<file path="src/rtl/fx2_bus_pkg.sv">
`default_nettype none

// Types and codes that describe the FX2 slave FIFO bus itself
package fx2_bus_pkg;

    // One byte on the 8-bit FX2 FIFO data bus
    typedef logic [7:0] byte_t;

    // The FIFOADR pins select one of the four FX2 endpoint FIFOs
    typedef logic [1:0] endpoint_t;

    // FIFO address codes for the two host-to-device endpoints in use
    // EP6 and EP8 would take codes 2 and 3 but are not serviced here
    localparam endpoint_t EP2_ADDR = 2'd0;
    localparam endpoint_t EP4_ADDR = 2'd1;

endpackage

`default_nettype wire

</file>
<file path="src/rtl/packet_pkg.sv">
`default_nettype none

// Types and constants that describe the packet format carried on EP2 and EP4
package packet_pkg;

    // Every packet opens with this marker byte
    localparam logic [7:0] HEADER_BYTE = 8'hFF;

    // Payload byte count, sent upper byte first
    typedef logic [15:0] length_t;

    // EP2 packets select one of the DAC tracking FIFO write ports
    localparam int NUM_DAC_PORTS = 4;
    typedef logic [$clog2(NUM_DAC_PORTS)-1:0] port_index_t;

    // EP4 packets carry a command identifier for the decoder
    typedef logic [7:0] command_id_t;

    // Command ID presented to the decoder while no command has arrived
    localparam command_id_t COMMAND_NOP = 8'h00;

    // Parser position within a packet
    // One state per header byte, then the payload until the count is reached
    typedef enum logic [2:0] {
        PACKET_WAITING      = 3'd0,
        PACKET_ID           = 3'd1,
        PACKET_LENGTH_UPPER = 3'd2,
        PACKET_LENGTH_LOWER = 3'd3,
        PACKET_PAYLOAD      = 3'd4
    } packet_state_t;

endpackage

`default_nettype wire

</file>
<file path="src/rtl/packet_parser.sv">
`default_nettype none

// Packet parser for one host-to-device endpoint
// It follows the header and payload of the packet on its endpoint one consumed byte at a time
// Nothing changes in a cycle without byte_strobe, so a packet can be left half read
// while the other endpoint is serviced and picked up again later
module packet_parser
    import fx2_bus_pkg::*;
    import packet_pkg::*;
#(
    // Type of the ID byte field, a DAC port index for EP2 or a command ID for EP4
    parameter type id_t = command_id_t
) (
    input  wire logic    usb_ifclk,
    input  wire logic    reset,
    input  wire byte_t   byte_in,
    input  wire logic    byte_strobe,
    output logic         in_payload,
    output logic         payload_strobe,
    output logic         packet_end,
    output id_t          pkt_id,
    output length_t      pkt_length
);

    packet_state_t state;

    // Number of payload bytes already consumed in the current packet
    length_t byte_count;

    // Count after the byte in this cycle has been taken
    length_t next_count;

    // Full length as it would read once the lower length byte is stored
    length_t header_length;

    assign next_count    = byte_count + length_t'(1);
    assign header_length = {pkt_length[15:8], byte_in};

    assign in_payload     = (state == PACKET_PAYLOAD);
    assign payload_strobe = byte_strobe && in_payload;

    // Packet end is flagged in the same cycle as the byte that causes it
    // so that the arbiter can switch endpoints at the following edge
    always_comb begin
        packet_end = 1'b0;
        if (byte_strobe) begin
            case (state)
                // A stray byte outside a packet is consumed and dropped
                PACKET_WAITING: begin
                    packet_end = (byte_in != HEADER_BYTE);
                end
                // A packet with no payload is complete after its length field
                PACKET_LENGTH_LOWER: begin
                    packet_end = (header_length == '0);
                end
                // Last payload byte when the count reaches the length
                PACKET_PAYLOAD: begin
                    packet_end = (next_count == pkt_length);
                end
                default: begin
                    packet_end = 1'b0;
                end
            endcase
        end
    end

    always_ff @(posedge usb_ifclk) begin
        if (reset) begin
            state      <= PACKET_WAITING;
            pkt_id     <= id_t'(COMMAND_NOP);
            pkt_length <= '0;
            byte_count <= '0;
        end else if (byte_strobe) begin
            case (state)
                PACKET_WAITING: begin
                    // Only the marker byte opens a packet
                    if (byte_in == HEADER_BYTE) begin
                        state <= PACKET_ID;
                    end
                end
                PACKET_ID: begin
                    // EP2 keeps only the low bits that name a DAC port
                    pkt_id <= id_t'(byte_in);
                    state  <= PACKET_LENGTH_UPPER;
                end
                PACKET_LENGTH_UPPER: begin
                    pkt_length[15:8] <= byte_in;
                    state            <= PACKET_LENGTH_LOWER;
                end
                PACKET_LENGTH_LOWER: begin
                    pkt_length[7:0] <= byte_in;
                    byte_count      <= '0;
                    // An empty packet goes straight back to looking for a header
                    if (packet_end) begin
                        state <= PACKET_WAITING;
                    end else begin
                        state <= PACKET_PAYLOAD;
                    end
                end
                PACKET_PAYLOAD: begin
                    byte_count <= next_count;
                    if (packet_end) begin
                        state <= PACKET_WAITING;
                    end
                end
                default: begin
                    state <= PACKET_WAITING;
                end
            endcase
        end
    end

endmodule

`default_nettype wire

</file>
<file path="src/rtl/endpoint_arbiter.sv">
`default_nettype none

// Endpoint arbiter for the two receive endpoints
// It alternates the FX2 FIFO address between EP2 and EP4, drives the read strobe
// and steers the consumed bytes to the DAC write ports or to the command decoder
module endpoint_arbiter
    import fx2_bus_pkg::*;
    import packet_pkg::*;
(
    input  wire logic         usb_ifclk,
    input  wire logic         reset,
    input  wire byte_t        usb_data_out,
    input  wire logic         usb_ep2_empty,
    input  wire logic         usb_ep4_empty,
    input  wire logic         cmd_in_read,
    input  wire logic         ep2_in_payload,
    input  wire logic         ep2_payload_strobe,
    input  wire logic         ep2_packet_end,
    input  wire port_index_t  ep2_pkt_id,
    input  wire logic         ep4_in_payload,
    input  wire logic         ep4_packet_end,
    input  wire command_id_t  ep4_pkt_id,
    input  wire length_t      ep4_pkt_length,
    output endpoint_t         usb_addr,
    output logic              usb_slrd,
    output logic              ep2_byte_strobe,
    output logic              ep4_byte_strobe,
    output byte_t             fifo_data,
    output logic [NUM_DAC_PORTS-1:0] fifo_write,
    output command_id_t       cmd_in_id,
    output length_t           cmd_in_length,
    output byte_t             cmd_in_data,
    output logic              cmd_in_ready
);

    // Endpoint currently addressed on the FX2 bus
    endpoint_t sel;

    // Low for the first cycle after reset while the address settles at the FX2
    logic sel_valid;

    logic sel_empty;
    logic sel_end;
    logic ep4_hold;
    logic read_en;
    logic [NUM_DAC_PORTS-1:0] port_mask;

    assign usb_addr = sel;

    // Flags of whichever endpoint is addressed
    assign sel_empty = (sel == EP4_ADDR) ? usb_ep4_empty : usb_ep2_empty;
    assign sel_end   = (sel == EP4_ADDR) ? ep4_packet_end : ep2_packet_end;

    // The decoder stalls the EP4 payload by dropping cmd_in_read
    assign ep4_hold = (sel == EP4_ADDR) && ep4_in_payload && !cmd_in_read;

    // A byte is taken only from a FIFO that holds one
    assign read_en  = sel_valid && !sel_empty && !ep4_hold;
    assign usb_slrd = !read_en;

    // Each parser sees only the bytes read from its own endpoint
    assign ep2_byte_strobe = read_en && (sel == EP2_ADDR);
    assign ep4_byte_strobe = read_en && (sel == EP4_ADDR);

    // Move to the other endpoint once the current one runs dry or its packet is over
    // A parser left mid-packet keeps its state until it is selected again
    always_ff @(posedge usb_ifclk) begin
        if (reset) begin
            sel       <= EP2_ADDR;
            sel_valid <= 1'b0;
        end else begin
            sel_valid <= 1'b1;
            if (sel_empty || sel_end) begin
                sel <= (sel == EP2_ADDR) ? EP4_ADDR : EP2_ADDR;
            end
        end
    end

    // Port decode is meaningful only after the EP2 index byte has been parsed
    always_comb begin
        port_mask = '0;
        if (ep2_in_payload) begin
            port_mask[ep2_pkt_id] = 1'b1;
        end
    end

    // All DAC FIFOs share the data bus and one write strobe fires per payload byte
    assign fifo_data  = usb_data_out;
    assign fifo_write = ep2_payload_strobe ? port_mask : '0;

    // The decoder sees the EP4 header for as long as the payload is on offer
    assign cmd_in_id     = ep4_pkt_id;
    assign cmd_in_length = ep4_pkt_length;
    assign cmd_in_data   = usb_data_out;
    assign cmd_in_ready  = (sel == EP4_ADDR) && ep4_in_payload;

endmodule

`default_nettype wire

</file>
<file path="src/rtl/fx2_interface.sv">
`default_nettype none

// Receive side of the FX2 slave FIFO glue
// EP2 data packets feed the DAC tracking FIFOs and EP4 command packets feed the decoder
module fx2_interface
    import fx2_bus_pkg::*;
    import packet_pkg::*;
(
    input  wire logic         usb_ifclk,
    input  wire logic         reset,
    input  wire byte_t        usb_data_out,
    input  wire logic         usb_ep2_empty,
    input  wire logic         usb_ep4_empty,
    input  wire logic         cmd_in_read,
    output endpoint_t         usb_addr,
    output logic              usb_slrd,
    output logic              usb_sloe,
    output byte_t             fifo_data,
    output logic [NUM_DAC_PORTS-1:0] fifo_write,
    output command_id_t       cmd_in_id,
    output length_t           cmd_in_length,
    output byte_t             cmd_in_data,
    output logic              cmd_in_ready
);

    logic        ep2_byte_strobe;
    logic        ep2_in_payload;
    logic        ep2_payload_strobe;
    logic        ep2_packet_end;
    port_index_t ep2_pkt_id;

    logic        ep4_byte_strobe;
    logic        ep4_in_payload;
    logic        ep4_packet_end;
    command_id_t ep4_pkt_id;
    length_t     ep4_pkt_length;

    // The FX2 drives its data bus at all times
    assign usb_sloe = 1'b0;

    // EP2 parser keeps only the DAC port index from the ID byte
    // Its length is tracked internally and not needed outside
    packet_parser #(.id_t(port_index_t)) ep2_parser (
        .usb_ifclk      (usb_ifclk),
        .reset          (reset),
        .byte_in        (usb_data_out),
        .byte_strobe    (ep2_byte_strobe),
        .in_payload     (ep2_in_payload),
        .payload_strobe (ep2_payload_strobe),
        .packet_end     (ep2_packet_end),
        .pkt_id         (ep2_pkt_id),
        .pkt_length     ()
    );

    // EP4 payload transfers follow the decoder handshake instead of the payload strobe
    packet_parser #(.id_t(command_id_t)) ep4_parser (
        .usb_ifclk      (usb_ifclk),
        .reset          (reset),
        .byte_in        (usb_data_out),
        .byte_strobe    (ep4_byte_strobe),
        .in_payload     (ep4_in_payload),
        .payload_strobe (),
        .packet_end     (ep4_packet_end),
        .pkt_id         (ep4_pkt_id),
        .pkt_length     (ep4_pkt_length)
    );

    endpoint_arbiter endpoint_arbiter_inst (
        .usb_ifclk          (usb_ifclk),
        .reset              (reset),
        .usb_data_out       (usb_data_out),
        .usb_ep2_empty      (usb_ep2_empty),
        .usb_ep4_empty      (usb_ep4_empty),
        .cmd_in_read        (cmd_in_read),
        .ep2_in_payload     (ep2_in_payload),
        .ep2_payload_strobe (ep2_payload_strobe),
        .ep2_packet_end     (ep2_packet_end),
        .ep2_pkt_id         (ep2_pkt_id),
        .ep4_in_payload     (ep4_in_payload),
        .ep4_packet_end     (ep4_packet_end),
        .ep4_pkt_id         (ep4_pkt_id),
        .ep4_pkt_length     (ep4_pkt_length),
        .usb_addr           (usb_addr),
        .usb_slrd           (usb_slrd),
        .ep2_byte_strobe    (ep2_byte_strobe),
        .ep4_byte_strobe    (ep4_byte_strobe),
        .fifo_data          (fifo_data),
        .fifo_write         (fifo_write),
        .cmd_in_id          (cmd_in_id),
        .cmd_in_length      (cmd_in_length),
        .cmd_in_data        (cmd_in_data),
        .cmd_in_ready       (cmd_in_ready)
    );

endmodule

`default_nettype wire

</file>
<file path="config.mk">
export PLATFORM = sky130hd
export DESIGN_NAME = fx2_interface
export DESIGN_NICKNAME = d
export VERILOG_FILES = /design/src/rtl/fx2_bus_pkg.sv /design/src/rtl/packet_pkg.sv /design/src/rtl/packet_parser.sv /design/src/rtl/endpoint_arbiter.sv /design/src/rtl/fx2_interface.sv
export SDC_FILE = /design/constraint.sdc
export NUM_CORES = 1
export LEC_CHECK = 0
export BUFFER_PORTS_ARGS = -buffer_cell sky130_fd_sc_hd__buf_2
export CORE_AREA = 3 3 100 102
export CTS_CLUSTER_SIZE = 12
export DETAILED_ROUTE_END_ITERATION = 10
export DIE_AREA = 0 0 103 105
export GPL_ROUTABILITY_DRIVEN = 1
export PLACE_DENSITY_LB_ADDON = 0.05
export RECOVER_POWER = 50
export SETUP_SLACK_MARGIN = 0.4
export SYNTH_ARGS = -nofsm -noshare
export SYNTH_HDL_FRONTEND = slang
export SYNTH_SLANG_ARGS = --single-unit
</file>
<file path="constraint.sdc">
create_clock -name usb_ifclk -period 2.05 [get_ports usb_ifclk]
set_input_delay 0.41 -clock usb_ifclk [delete_from_list [all_inputs] [get_ports usb_ifclk]]
set_output_delay 0.41 -clock usb_ifclk [all_outputs]
set_load 0.02 [all_outputs]
</file>
==> flow_results.org, run 1 <==
** STA
- Static timing analysis puts the maximum clock frequency at ~470 MHz.
- Max-slew violation total from the final report :: 0
- Slew at the pin with the worst max-slew slack :: 0.600 ns
- Across all setup checks in the final design, the least slack found is -0.0998 ns.
- Worst slew slack as a fraction of its limit :: 0.600
- Post-Route Setup TNS :: -0.0998 ns
- Final Cycle Share :: 1.05
- The number of hold-slack violations in the final timing report came to 0.
- Setup repair after global routing missed its margin :: yes
- Setup violations remaining at the end of the flow were counted as 1.
- Post-route clock skew :: 0.0145 ns
- For the finished layout, the period the worst path requires is roughly 2.1 ns.

** Route
- Sum of routed wire segments on met1 :: about 7200 µm
- Highest layer used for signal routing :: met4
- In the detailed route, the total length drawn on met2 is 6800 µm.
- The count of nets left with antenna violations once routing finished came out at 0.
- # DRC :: 0
- Number of vias after detailed routing :: 4,961
- Dividing the detail-routed wire length by the instance count gives 17.6 µm.
- Detailed-routed wire length on met3 :: roughly 800 µm
- Wirelength, routed :: 15,100 µm
- DR iter-0 viols :: 243
- For this run, the detailed router's first-pass iteration total came to 5.
- Using the TritonRoute via totals, the vias-per-cell ratio works out to 5.78.

** GRT
- Pin count of the biggest net entering global routing :: 32
- The via count of the first global-routing pass came to 4,716.
- Number of antenna violations at the first check in global routing :: 0
- First-pass GRT wire length :: 23,900 µm
- Summed over all layers, the global routing overflow is 0.
- Across every metal layer, demand over resource in global routing totals 0.276.

** Critical path
- The worst setup path is captured at a flop.
- Most numerous cell on the critical path :: sky130_fd_sc_hd__nor2_2
- Data arrives at the worst endpoint at 2.39 ns.
- Critical path origin :: ep2_parser.byte_count[1]
- Startpoint of the worst-slack reg-to-reg timing path :: ep2_parser.byte_count[1]
- Worst R2R End :: ep2_parser.state[2]
- End point of the critical path :: ep2_parser.state[2]
- For the worst setup path, the data required time is 2.29 ns.
- The slowest stage of the critical path belongs to the cell sky130_fd_sc_hd__nor4_4.
- The critical path is of the flop to flop type.
- R2R cell count :: 9
- STA classifies the critical path startpoint as a flop.
- The worst register-to-register path has a setup slack of -0.1 ns.
- Critical-path maximum fanout :: 5
- The critical path goes through nand4_1 > buf_4 > buf_6 > nor2_2 > mux2_2 > o2111ai_2 > nor4_4 > o221a_2 > nor2_2.
- Slowest Stage Delay on Critical Path :: between 0.3 and 0.4 ns

** Die
- Floorplan Core Area :: 0.00920 mm²
- The floorplan has 35 rows.
- Chip height :: 105 µm
- For this configuration, the core starts out at a cell density of 0.525.
- Die width :: 103 µm
- Floorplan die area :: about 0.011 mm²
- Pin placement for this block handled between 60 and 70 I/O pins.

** Clocking
- Hold repair after CTS inserted 0 buffers.
- Clock Sinks :: 82
- Max Root-Sink Buffers :: 2
- CTS tree :: built
- Root buffer cell :: sky130_fd_sc_hd__clkbuf_8
- At the later pin of the worst-skew pair, clock insertion delay measures between 0.3 and 0.4 ns.
- CTS Buf Count :: 9
- Clock Pin Slew Worst Setup and Hold Paths :: 0.09 ns
- The clock tree synthesis step divided the H-tree into 3 levels.

** Yosys
- Ys flop type :: sky130_fd_sc_hd__dfxtp_1
- Number of instances in the synthesized netlist :: roughly 600
- In this run the cell area of the synthesized design comes to 0.00482 mm².
- After synthesis the netlist holds a flip-flop and latch count of 82.
- Most common library cells after synthesis :: sky130_fd_sc_hd__dfxtp_1 (82), sky130_fd_sc_hd__nor2_1 (82), sky130_fd_sc_hd__nand2_1 (55)
- For this run, the number of Yosys warnings is 0.
- Share of synthesized registers carrying an async set or reset :: 0
- Area contributors post-synth :: sky130_fd_sc_hd__dfxtp_1 (34%), sky130_fd_sc_hd__mux2i_1 (7.3%), sky130_fd_sc_hd__nor2_1 (6.4%)
- The synthesized design contains 0 enable-type register cells.
- The share of synthesized area in the top cell type comes to 0.340.
- In this run the mean area of a mapped cell was just over 8 µm².
- Number of distinct standard cells referenced by the synthesized netlist :: 65
- The biggest area contributor in the post-synthesis netlist is sky130_fd_sc_hd__dfxtp_1.
- Fraction of the yosys area taken by sequential cells :: 0.340

** Finish
- Area growth from synthesis to layout :: 40.7%
- Final design area excluding fillers :: 0.00679 mm²
- The final layout contains between 700 and 800 nets.
- In the final layout, the share of cells above drive strength 1 is 0.385.
- 0 antenna diodes ended up in the layout.

** Outcome
- The flow ran to the end, but the final reports show violations.
- The checks that failed: negative setup slack.

** Hold path
- The worst hold path belongs to the class input port to flop.

** Place
- In this run the tool buffered the top-level ports with 59 buffer cells.
- Final weighted congestion in routability-driven placement :: approximately 0.85
- OpenSTA, run right after detailed placement, puts the worst setup slack at -0.143 ns.
- Summing all placed instances gives a cell area of between 0.005 and 0.006 mm².
- The wire-length estimate of the detail-placed layout is 9780 µm.

** Job
- The tool flagged a number of max-cap violations equal to 0.

** Power
- Leakage power total :: 2.93 nW
- For this design the ratio of total power to cell area is 427 mW/mm².
- VDD sags by at most 327 µV.
cell usage in the layout, fill, tap and decap left out, types with 5 or more instances in the layout:
cell and instances:
sky130_fd_sc_hd__nand3_4 5, sky130_fd_sc_hd__xor2_1 18, sky130_fd_sc_hd__a21oi_1 32, sky130_fd_sc_hd__a311oi_1 5
sky130_fd_sc_hd__buf_2 13, sky130_fd_sc_hd__nor2_2 5, sky130_fd_sc_hd__nand2_2 11, sky130_fd_sc_hd__o21ai_0 17
sky130_fd_sc_hd__buf_6 31, sky130_fd_sc_hd__and3_4 5, sky130_fd_sc_hd__buf_4 100, sky130_fd_sc_hd__nand3_1 15
sky130_fd_sc_hd__or4_1 5, sky130_fd_sc_hd__mux2i_1 35, sky130_fd_sc_hd__nor2_1 76, sky130_fd_sc_hd__dfxtp_1 63
sky130_fd_sc_hd__dfxtp_2 18, sky130_fd_sc_hd__a21oi_2 14, sky130_fd_sc_hd__nor3_1 11, sky130_fd_sc_hd__nor4_4 7
sky130_fd_sc_hd__nand3b_1 6, sky130_fd_sc_hd__xnor2_1 22, sky130_fd_sc_hd__clkbuf_1 44, sky130_fd_sc_hd__inv_1 7
sky130_fd_sc_hd__nand2_1 43, sky130_fd_sc_hd__nand4_1 11, sky130_fd_sc_hd__clkbuf_8 10
worst max-delay path, delay by kind of cell (launching register included):
family,cells,cell delay [ns]
flops,1,0.37
mux,1,0.18
compound gates,2,0.41
buf+inv,2,0.33
simple gates,4,0.74
routing by layer:
metal,global-route usage,vias to the layer above
met4,0.0694,0
met3,0.0467,34
met5,0,-
met1,0.410,2382
met2,0.412,168
li1,-,2377
state kept, by name, indices dropped and copies added, names as in the netlist:
| name | flops |
|---|---|
| ep2_parser.byte_count | 16 |
| ep2_parser.pkt_length | 16 |
| ep4_parser.byte_count | 16 |
| ep4_parser.pkt_length | 16 |
| ep4_parser.pkt_id | 8 |
| ep2_parser.state | 3 |
| ep4_parser.state | 3 |
| ep2_parser.pkt_id | 2 |
| endpoint_arbiter_inst.sel_valid | 1 |
| endpoint_arbiter_inst.usb_addr | 1 |
report_power, final:
group          internal (W)  switching, W  total [W]  leakage [nW]
Clock              0.000468      0.000606    0.00107        0.0851
Combinational     0.0000789      0.000144   0.000222          2.18
Sequential          0.00160    0.00000794    0.00160         0.671
final cells by class:
| class | instances | area, µm² |
|---|---|---|
| multi-input combinational | 448 | 3350 |
| fill | 702 | 2410 |
| sequential | 82 | 1670 |
| timing repair buffer | 194 | 1420 |
| clock buffer | 11 | 141 |
| tap | 111 | 139 |
| inverter | 8 | 32.5 |
| clock inverter | 5 | 30.0 |
worst min path at each step:
stage	start	to	slack, ns	cells past startpoint
2_1_floorplan	ep4_parser.byte_count[15]	ep4_parser.byte_count[15]	0.46	2
3_3_place_gp	ep4_parser.pkt_id[5]	ep4_parser.pkt_id[5]	0.44	2
3_5_place_dp	ep4_parser.pkt_id[1]	ep4_parser.pkt_id[1]	0.44	2
4_1_cts	usb_ep2_empty	endpoint_arbiter_inst.usb_addr[0]	0.32	3
5_1_grt	usb_ep2_empty	endpoint_arbiter_inst.usb_addr[0]	0.32	3
6_report	usb_ep2_empty	endpoint_arbiter_inst.usb_addr[0]	0.32	3
cells by family after synthesis:
kind of cell | share of synthesized area
and+or+nand+nor | 0.275
muxes | 0.0773
buffers and inverters | 0.0804
other | 0.000777
AOI/OAI and AO/OA | 0.138
xor gates and xnor gates | 0.0827
DFF | 0.340
adders and majority gates | 0.00519
metrics by stage:
step,utilization,cells,hold slack [ns],total power (W)
finish,0.738,859,0.323,0.00290
global route,0.738,859,0.324,0.00301
CTS,0.685,835,0.316,0.00290
detailed placement,0.613,793,0.445,0.00184
global placement,0.613,793,0.436,0.00184
floorplan,-,598,0.458,0.00177
repair_timing:
item,in CTS,in global routing
setup buffers,25,22
gates resized for setup,76,92
gates cloned,1,2
setup endpoints to repair,53,70
pin swaps,36,51
No activity file was read; power rests on OpenSTA's default activity.
==> run 2, diff against run 1 <==
--- a/config.mk
+++ b/config.mk
@@ -6,14 +6,15 @@
 export NUM_CORES = 1
 export LEC_CHECK = 0
 export BUFFER_PORTS_ARGS = -buffer_cell sky130_fd_sc_hd__buf_2
-export CORE_AREA = 3 3 100 102
+export CORE_AREA = 3 3 101 103
 export CTS_CLUSTER_SIZE = 12
 export DETAILED_ROUTE_END_ITERATION = 10
-export DIE_AREA = 0 0 103 105
+export DIE_AREA = 0 0 104 106
 export GPL_ROUTABILITY_DRIVEN = 1
 export PLACE_DENSITY_LB_ADDON = 0.05
 export RECOVER_POWER = 50
 export SETUP_SLACK_MARGIN = 0.4
 export SYNTH_ARGS = -nofsm -noshare
 export SYNTH_HDL_FRONTEND = slang
+export SYNTH_HIERARCHICAL = 1
 export SYNTH_SLANG_ARGS = --single-unit
==> flow_results.org, run 2 <==
** Power
- The share of total power dissipated in the clock network is 0.387.
- Power spread over the standard cell area amounts to 415 mW/mm².
- In this run the static leakage power is between 2 and 3 nW.
- Sequential power share :: 0.537
- Fraction of power spent switching nets :: 0.283
- Switching power total :: 0.000836 W
- Relative contribution of combinational cells to total power :: 0.075
- The internal power of the cells totals roughly 0.0021 W.
- VDD sags by at most 319 µV.

** STA
- Once routing completed, OpenROAD measured the worst setup slack at -0.344 ns.
- Static timing analysis puts the maximum clock frequency at 418 MHz.
- The number of pins with negative max-slew slack in the final report came to 0.
- Endpoints failing hold :: 0
- Post-Route Setup TNS :: -2.32 ns
- Setup violations remaining at the end of the flow were counted as 40.
- Final Cycle Share :: 1.17
- Setup repair after global routing missed its margin :: yes
- Post-route clock skew :: 0.0148 ns
- Worst slew slack as a fraction of its limit :: 0.442
- For the pin with the worst max-slew slack, the measured transition is 0.837 ns.
- Time the worst path needs with I/O delays and setup :: 2.39 ns

** Finish
- For this run, the post-layout net count is 774.
- Of the cells placed in the final design, the portion with a size suffix greater than 1 is 0.427.
- Most frequent cells in the layout :: sky130_fd_sc_hd__buf_4 (93), sky130_fd_sc_hd__nor2_1 (68), sky130_fd_sc_hd__dfxtp_1 (63)
- The finished cells cover 0.00712 mm².
- Non-filler instance count after layout :: between 800 and 900
- Count of filler cells inserted in the layout :: 669
- At the end of the flow the core is filled with cells to 0.766.
- Combined flip-flop and latch cell area :: between 0.0015 and 0.002 mm²
- The area growth from synthesis to layout is 45.1%.
- Summing all multi-input logic gate instances after layout gives about 0.0035 mm².
- The library cell used most frequently in the layout, excluding fill and tap cells, is sky130_fd_sc_hd__buf_4.
- The repair_antennas step left the layout with diodes totalling 0.

** Yosys
- Area share of the leading cell type in the synthesized netlist :: 0.335
- EDFF count, synth :: 0
- Synthesis produced approximately 630 cells.
- Top cell type by total area after synthesis :: sky130_fd_sc_hd__dfxtp_1
- Synth Warn # :: 6
- In this run the mean area of a mapped cell was 7.76 µm².
- Sorting the synthesized cells by how often they occur yields sky130_fd_sc_hd__dfxtp_1 (82), sky130_fd_sc_hd__nand2_1 (80), sky130_fd_sc_hd__nor2_1 (77).
- Number of distinct standard cells referenced by the synthesized netlist :: 64
- Synthesis produced a netlist with a net count of 647.
- Fraction of the yosys area taken by sequential cells :: 0.335
- Among all flip-flop cells after synthesis, the most frequent one is sky130_fd_sc_hd__dfxtp_1.
- Synthesis inferred 82 register bits.
- Share of synthesized registers carrying an async set or reset :: 0
- The synthesized netlist occupies a cell area of 0.00490 mm².
- Area contributors post-synth :: sky130_fd_sc_hd__dfxtp_1 (33%), sky130_fd_sc_hd__buf_4 (7.0%), sky130_fd_sc_hd__a21oi_1 (6.4%)
- Count leader, synth :: sky130_fd_sc_hd__dfxtp_1

** Clocking
- After clock tree synthesis, the clock-pin slew on the worst setup and hold paths is 0.10 ns.
- The clock drives 82 sinks.
- CTS tree :: built
- CTS H-tree depth :: 3
- After clock tree synthesis, the flow added hold-fix buffers numbering 0.
- CTS Buf Count :: 9
- Clock latency on the worst-skew pair, taken at its later pin, is 0.37 ns.
- The root buffer cell chosen for the clock tree is sky130_fd_sc_hd__clkbuf_8.
- Max Root-Sink Buffers :: 2

** Critical path
- Following the worst setup path forward leads to its endpoint at endpoint_arbiter_inst/usb_addr[0].
- STA puts the critical path data required time at 2.31 ns.
- Critical path origin :: ep4_parser/byte_count[0]
- Worst R2R End :: endpoint_arbiter_inst/usb_addr[0]
- R2R cell count :: 10
- In this run the worst path has a maximum fanout of 4.
- Critical path launch point type :: flop
- Critical path class :: flop to flop
- The worst setup path is captured at a flop.
- Crit path arrival time :: 2.65 ns
- The setup check on the worst reg-to-reg path leaves a slack of -0.34 ns.
- In this run the critical register-to-register path is launched from ep4_parser/byte_count[0].

** Place
- Detailed placer's ending HPWL :: approximately 10000 µm
- In this run, placement finished with an instance count of around 840.
- Number of buffers inserted by port buffering :: 59
- Summing all placed instances gives a cell area of 0.00580 mm².
- Final weighted congestion in routability-driven placement :: 0.886

** Route
- The routed layout has roughly 5,100 vias.
- 1st-pass router iterations :: 5
- Avg Vias per Cell :: 5.72
- Detail Route Antenna Nets :: 0
- # DRC :: 0
- Detailed-route wire length per cell :: 18.0 µm
- DR iter-0 viols :: 389
- Wirelength, routed :: 16,100 µm

** Die
- The floorplan step defined a core boundary enclosing 0.00928 mm².
- Initial cell density of the core :: 0.528
- Top-Level Pins :: 62
- The die covers 0.0110 mm².
- From left edge to right edge, the die measures between 100 and 150 µm.
- Placement Rows :: 35
- The die is 106 µm tall.

** Outcome
- The flow ran to the end, but the final reports show violations.
- The checks that failed: negative setup slack.

** GRT
- Entering global routing, the biggest net connects 47 pins.
- Number of global-route vias before repair :: 4,669
- The initial antenna violation count is 0.
- In the global route stage, overall resource usage came out at 0.265.
- Global-route congestion overflow total :: 0
- First-pass GRT wire length :: about 24,000 µm

** Hold path
- Type of the tightest min-delay check :: input port to flop

** Job
- Number of max-cap violations :: 0
## run 2: cell count changes in the layout (fill, tap and decap cells not counted), sizes merged, moves of 8 or more
| cell | before | now |
|---|---|---|
| a21oi | 47 | 63 |
| mux2i | 35 | 18 |
| o21ai | 24 | 38 |
| nand2 | 55 | 81 |
| xnor2 | 25 | 33 |
| clkbuf | 58 | 50 |
## run 2: timing repair
action / 4_1_cts / 5_1_grt
pin swaps: 28 / 84
hold endpoints to repair: 0 / 0
endpoints found under the setup margin: 77 / 84
cloned: 3 / 5
resized for setup: 93 / 130
buffers inserted: 14 / 16
## run 2: per-stage QoR
step	setup WS [ns]	total power (W)	hold slack [ns]
final	-0.344	0.00296	0.363
after global routing	-0.461	0.00305	0.364
after CTS	-0.333	0.00296	0.347
after global placement	-0.293	0.00182	0.440
after detailed placement	-0.332	0.00182	0.444
after floorplan	-0.242	0.00174	0.437
## run 2: metal layers
metal / vias up / global-route usage / wire (µm)
met5: - / 0 / 0
met4: 0 / 0.0836 / 152
met3: 13 / 0.0328 / 1060
met2: 191 / 0.428 / 7700
met1: 2485 / 0.369 / 7180
li1: 2423 / - / -
## run 2: logic make-up after synthesis
| family | Yosys count | synth area share |
|---|---|---|
| AOI/OAI and AO/OA | 128 | 0.149 |
| xor gates and xnor gates | 48 | 0.0857 |
| adders and majority gates | 2 | 0.00510 |
| buffers and inverters | 82 | 0.102 |
| DFF | 82 | 0.335 |
| muxes | 18 | 0.0367 |
| other | 2 | 0.00153 |
| and+or+nand+nor | 270 | 0.285 |
## run 2: area by class of cell
| cell class | instances | area share |
|---|---|---|
| Multi-Input combinational cell | 470 | 0.494 |
| Sequential cell | 82 | 0.236 |
| Timing Repair Buffer | 190 | 0.218 |
| Tap cell | 129 | 0.0227 |
| Clock buffer | 9 | 0.0174 |
| Clock inverter | 7 | 0.00826 |
| Inverter | 6 | 0.00404 |
## run 2: worst max-delay path: stages (launching register included)
cell	delay, ns
sky130_fd_sc_hd__dfxtp_4	0.38
sky130_fd_sc_hd__buf_4	0.12
sky130_fd_sc_hd__nand4_1	0.21
sky130_fd_sc_hd__nor3_2	0.24
sky130_fd_sc_hd__xnor2_1	0.11
sky130_fd_sc_hd__a2111o_1	0.31
sky130_fd_sc_hd__or4_4	0.44
sky130_fd_sc_hd__nor3_2	0.17
sky130_fd_sc_hd__or2_4	0.13
sky130_fd_sc_hd__o21ai_1	0.05
sky130_fd_sc_hd__o311a_1	0.12
## run 2: worst min-delay path by stage
| stage | startpoint | to | slack (ns) | cells after the start |
|---|---|---|---|---|
| finish | usb_ep2_empty | endpoint_arbiter_inst/usb_addr[0] | 0.36 | 2 |
| global route | usb_ep2_empty | endpoint_arbiter_inst/usb_addr[0] | 0.36 | 2 |
| CTS | usb_ep2_empty | endpoint_arbiter_inst/usb_addr[0] | 0.35 | 2 |
| detailed placement | ep4_parser/pkt_id[0] | ep4_parser/pkt_id[0] | 0.44 | 2 |
| global placement | ep4_parser/pkt_id[5] | ep4_parser/pkt_id[5] | 0.44 | 2 |
| floorplan | ep4_parser/pkt_id[0] | ep4_parser/pkt_id[0] | 0.44 | 2 |
## run 2: power groups by stage
stage / Clock (W) / Combinational, W / Sequential, W
5_1_grt: 0.00123 / 0.000233 / 0.00159
3_3_place_gp: 0 / 0.000184 / 0.00163
2_1_floorplan: 0 / 0.000105 / 0.00164
3_5_place_dp: 0 / 0.000184 / 0.00163
4_1_cts: 0.00117 / 0.000205 / 0.00159
6_report: 0.00114 / 0.000223 / 0.00159
==> run 3, diff against run 2 <==
--- a/config.mk
+++ b/config.mk
@@ -11,6 +11,7 @@
 export DETAILED_ROUTE_END_ITERATION = 10
 export DIE_AREA = 0 0 104 106
 export GPL_ROUTABILITY_DRIVEN = 1
+export GPL_TIMING_DRIVEN = 0
 export PLACE_DENSITY_LB_ADDON = 0.05
 export RECOVER_POWER = 50
 export SETUP_SLACK_MARGIN = 0.4
==> flow_results.org, run 3 (synthesis results as in run 2) <==
** STA
- Achievable clock frequency :: 398 MHz
- Post-route clock skew :: between 0.015 and 0.02 ns
- Worst hold margin :: 0.327 ns
- Time the worst path needs with I/O delays and setup :: between 2 and 3 ns
- The number of pins with negative max-slew slack in the final report came to 0.
- Post-Route Setup TNS :: -12.74 ns
- Setup repair after global routing missed its margin :: yes
- Final-report setup violation count :: 48
- The worst pin sits at a relative slew slack of 0.387.
- Final worst setup slack :: -0.461 ns
- Dividing the final minimum period by the clock period gives 1.22.
- At the pin with the least slew margin, the transition time is just over 0.9 ns.
- Endpoints failing hold :: 0

** GRT
- For this run, the total global-route usage over all layers was measured as 0.278.
- The first global-routing pass estimated 25,000 µm of wire.
- The total overflow left after global routing is 0.
- The via count of the first global-routing pass was 4,857.
- Number of antenna violations at the first check in global routing :: 0
- Entering global routing, the biggest net connects 16 pins.

** Finish
- Leaving out fill and tap cells, the most frequent cells in the layout are sky130_fd_sc_hd__buf_4 (74), sky130_fd_sc_hd__nor2_1 (64), sky130_fd_sc_hd__dfxtp_1 (63).
- Most common cell after layout, fill and taps aside :: sky130_fd_sc_hd__buf_4
- Count of filler cells inserted in the layout :: 669
- Final design area excluding fillers :: 0.00712 mm²
- Compared with the post-synthesis result, the final layout area differs by 45.1%.
- Post-layout net count :: 789
- Of the cells placed in the final design, the portion with a size suffix greater than 1 is 0.427.
- Util after Layout :: 0.766
- The number of antenna diodes in the final layout is 0.

** Job
- The tool flagged a number of max-cap violations equal to 0.

** Die
- Top-Level Pins :: between 60 and 70
- Floorplan die area :: 0.0110 mm²
- The initial utilization of the core area, before any placement, comes to 0.528.
- Chip height :: roughly 110 µm
- The core region is 0.00928 mm².
- Measured along the x axis, the die boundary spans roughly 100 µm.
- After floorplanning, the core was divided into 35 placement rows.

** Clocking
- CTS H-tree depth :: 3
- CTS tree :: built
- Counting along the longest clock path gives a buffer depth of 2.
- CTS Buf Count :: 9
- Root buffer cell :: sky130_fd_sc_hd__clkbuf_8
- Clock Sinks :: 82
- The clock reaches the later pin of the worst-skew pair after ~0.36 ns.
- Clock Pin Slew Worst Setup and Hold Paths :: roughly 0.09 ns

** Hold path
- The path class of the tightest hold or removal check is input port to flop.
- The path with the worst hold slack has its endpoint at endpoint_arbiter_inst/sel_valid.
- Hold Path Stages :: 2
- Worst Hold Launch :: reset

** Critical path
- Critical path launch point type :: flop
- On the worst path, the slowest cell contributes a delay of 0.57 ns.
- The most critical setup path has its startpoint at ep4_parser/byte_count[5].
- The number of cells on the worst reg-to-reg path is 11.
- Crit path arrival time :: 2.75 ns
- Cell family with the largest share of critical-path delay :: simple AND/OR/NAND/NOR gates
- Buffer and inverter count on the worst path :: 2
- The signal on the critical path passes through nand4_4 > buf_6 > buf_4 > nor2_2 > xnor2_1 > nand4_1 > or4_4 > nor3_2 > or2_4 > o21ai_2 > o311a_1.
- Critical-path maximum fanout :: 7
- Highest-delay cell along the critical path :: sky130_fd_sc_hd__or4_4
- In this run the critical register-to-register path is launched from ep4_parser/byte_count[5].
- Critical Path End Type :: flop
- For the worst setup path, the data required time is 2.29 ns.
- R2R Setup Slk :: -0.46 ns
- The worst setup path is of the flop to flop kind.
- Worst R2R End :: endpoint_arbiter_inst/usb_addr[0]

** Route
- Avg Vias per Cell :: about 5.8
- 1st-pass router iterations :: 4
- Summing over every cut layer, the via total after detailed routing is roughly 5,300.
- Detailed-route wire length per cell :: approximately 18 µm
- Once detail routing completed, the nets flagged for antenna violations numbered 0.
- After detailed routing, the number of remaining DRC violations is 0.
- The first routing iteration left 328 violations.
- Wirelength, routed :: roughly 16,000 µm

** Power
- Highest ir drop seen on vdd :: 344 µV
- For this design the ratio of total power to cell area is between 400 and 500 mW/mm².
- Leakage power total :: about 2.8 nW
- After layout, the design draws a total of just under 0.003 W.

** Place
- Area after DPL :: between 0.005 and 0.006 mm²
- The wire-length estimate of the detail-placed layout is 9480 µm.
- Final weighted congestion in routability-driven placement :: around 0.9
- Number of buffers inserted by port buffering :: 59

** Outcome
- Violations in the final reports :: negative setup slack
- The run finished, with violations left.
## run 3: changes by cell type in the layout (fill, tap and decap cells not counted), sizes merged
cell	change
nand2	-1
clkbuf	+16
dlygate4sd1	+1
bufbuf	-1
## run 3: stage by stage
step	std cells	setup WS (ns)
after floorplan	632	-0.242
after global placement	820	-0.481
after detailed placement	820	-0.501
after CTS	884	-0.410
after global routing	908	-0.533
final	908	-0.461
## run 3: per-layer routing
layer / routed length, µm / up-vias / part of all wire / track usage
li1: - / 2461 / - / -
met1: 7040 / 2518 / 0.43 / 0.378
met2: 7570 / 249 / 0.46 / 0.448
met3: 1240 / 52 / 0.076 / 0.0486
met4: 443 / 0 / 0.027 / 0.0921
met5: 0 / - / 0 / 0
## run 3: worst max-delay path by stage
stage,to,slack (ns),cells after the start
6_report,endpoint_arbiter_inst/usb_addr[0],-0.46,11
5_1_grt,endpoint_arbiter_inst/usb_addr[0],-0.53,13
4_1_cts,endpoint_arbiter_inst/usb_addr[0],-0.41,10
3_5_place_dp,endpoint_arbiter_inst/usb_addr[0],-0.50,13
3_3_place_gp,endpoint_arbiter_inst/usb_addr[0],-0.48,12
2_1_floorplan,endpoint_arbiter_inst/usb_addr[0],-0.24,13
## run 3: area by class of cell
| type | count | area, µm² | area share |
|---|---|---|---|
| Multi-Input combinational cell | 469 | 3460 | 0.487 |
| Tap cell | 129 | 161 | 0.0227 |
| Sequential cell | 82 | 1680 | 0.237 |
| Buffer | 76 | 617 | 0.0867 |
| Timing Repair Buffer | 130 | 987 | 0.139 |
| Inverter | 6 | 25.0 | 0.00352 |
| Clock inverter | 7 | 53.8 | 0.00756 |
| Clock buffer | 9 | 124 | 0.0174 |
## run 3: timing repair
action,4_1_cts,5_1_grt
pin swaps,51,55
hold buffers,0,0
gates cloned,2,0
resized for setup,126,121
endpoints found under the setup margin,68,85
setup buffers,46,24
## run 3: report_power, final
group | switching [W] | internal, W | total, W
sequential | 0.00000309 | 0.00159 | 0.00159
clock | 0.000651 | 0.000449 | 0.00110
combinational | 0.000163 | 0.000106 | 0.000268
total | 0.000817 | 0.00214 | 0.00296
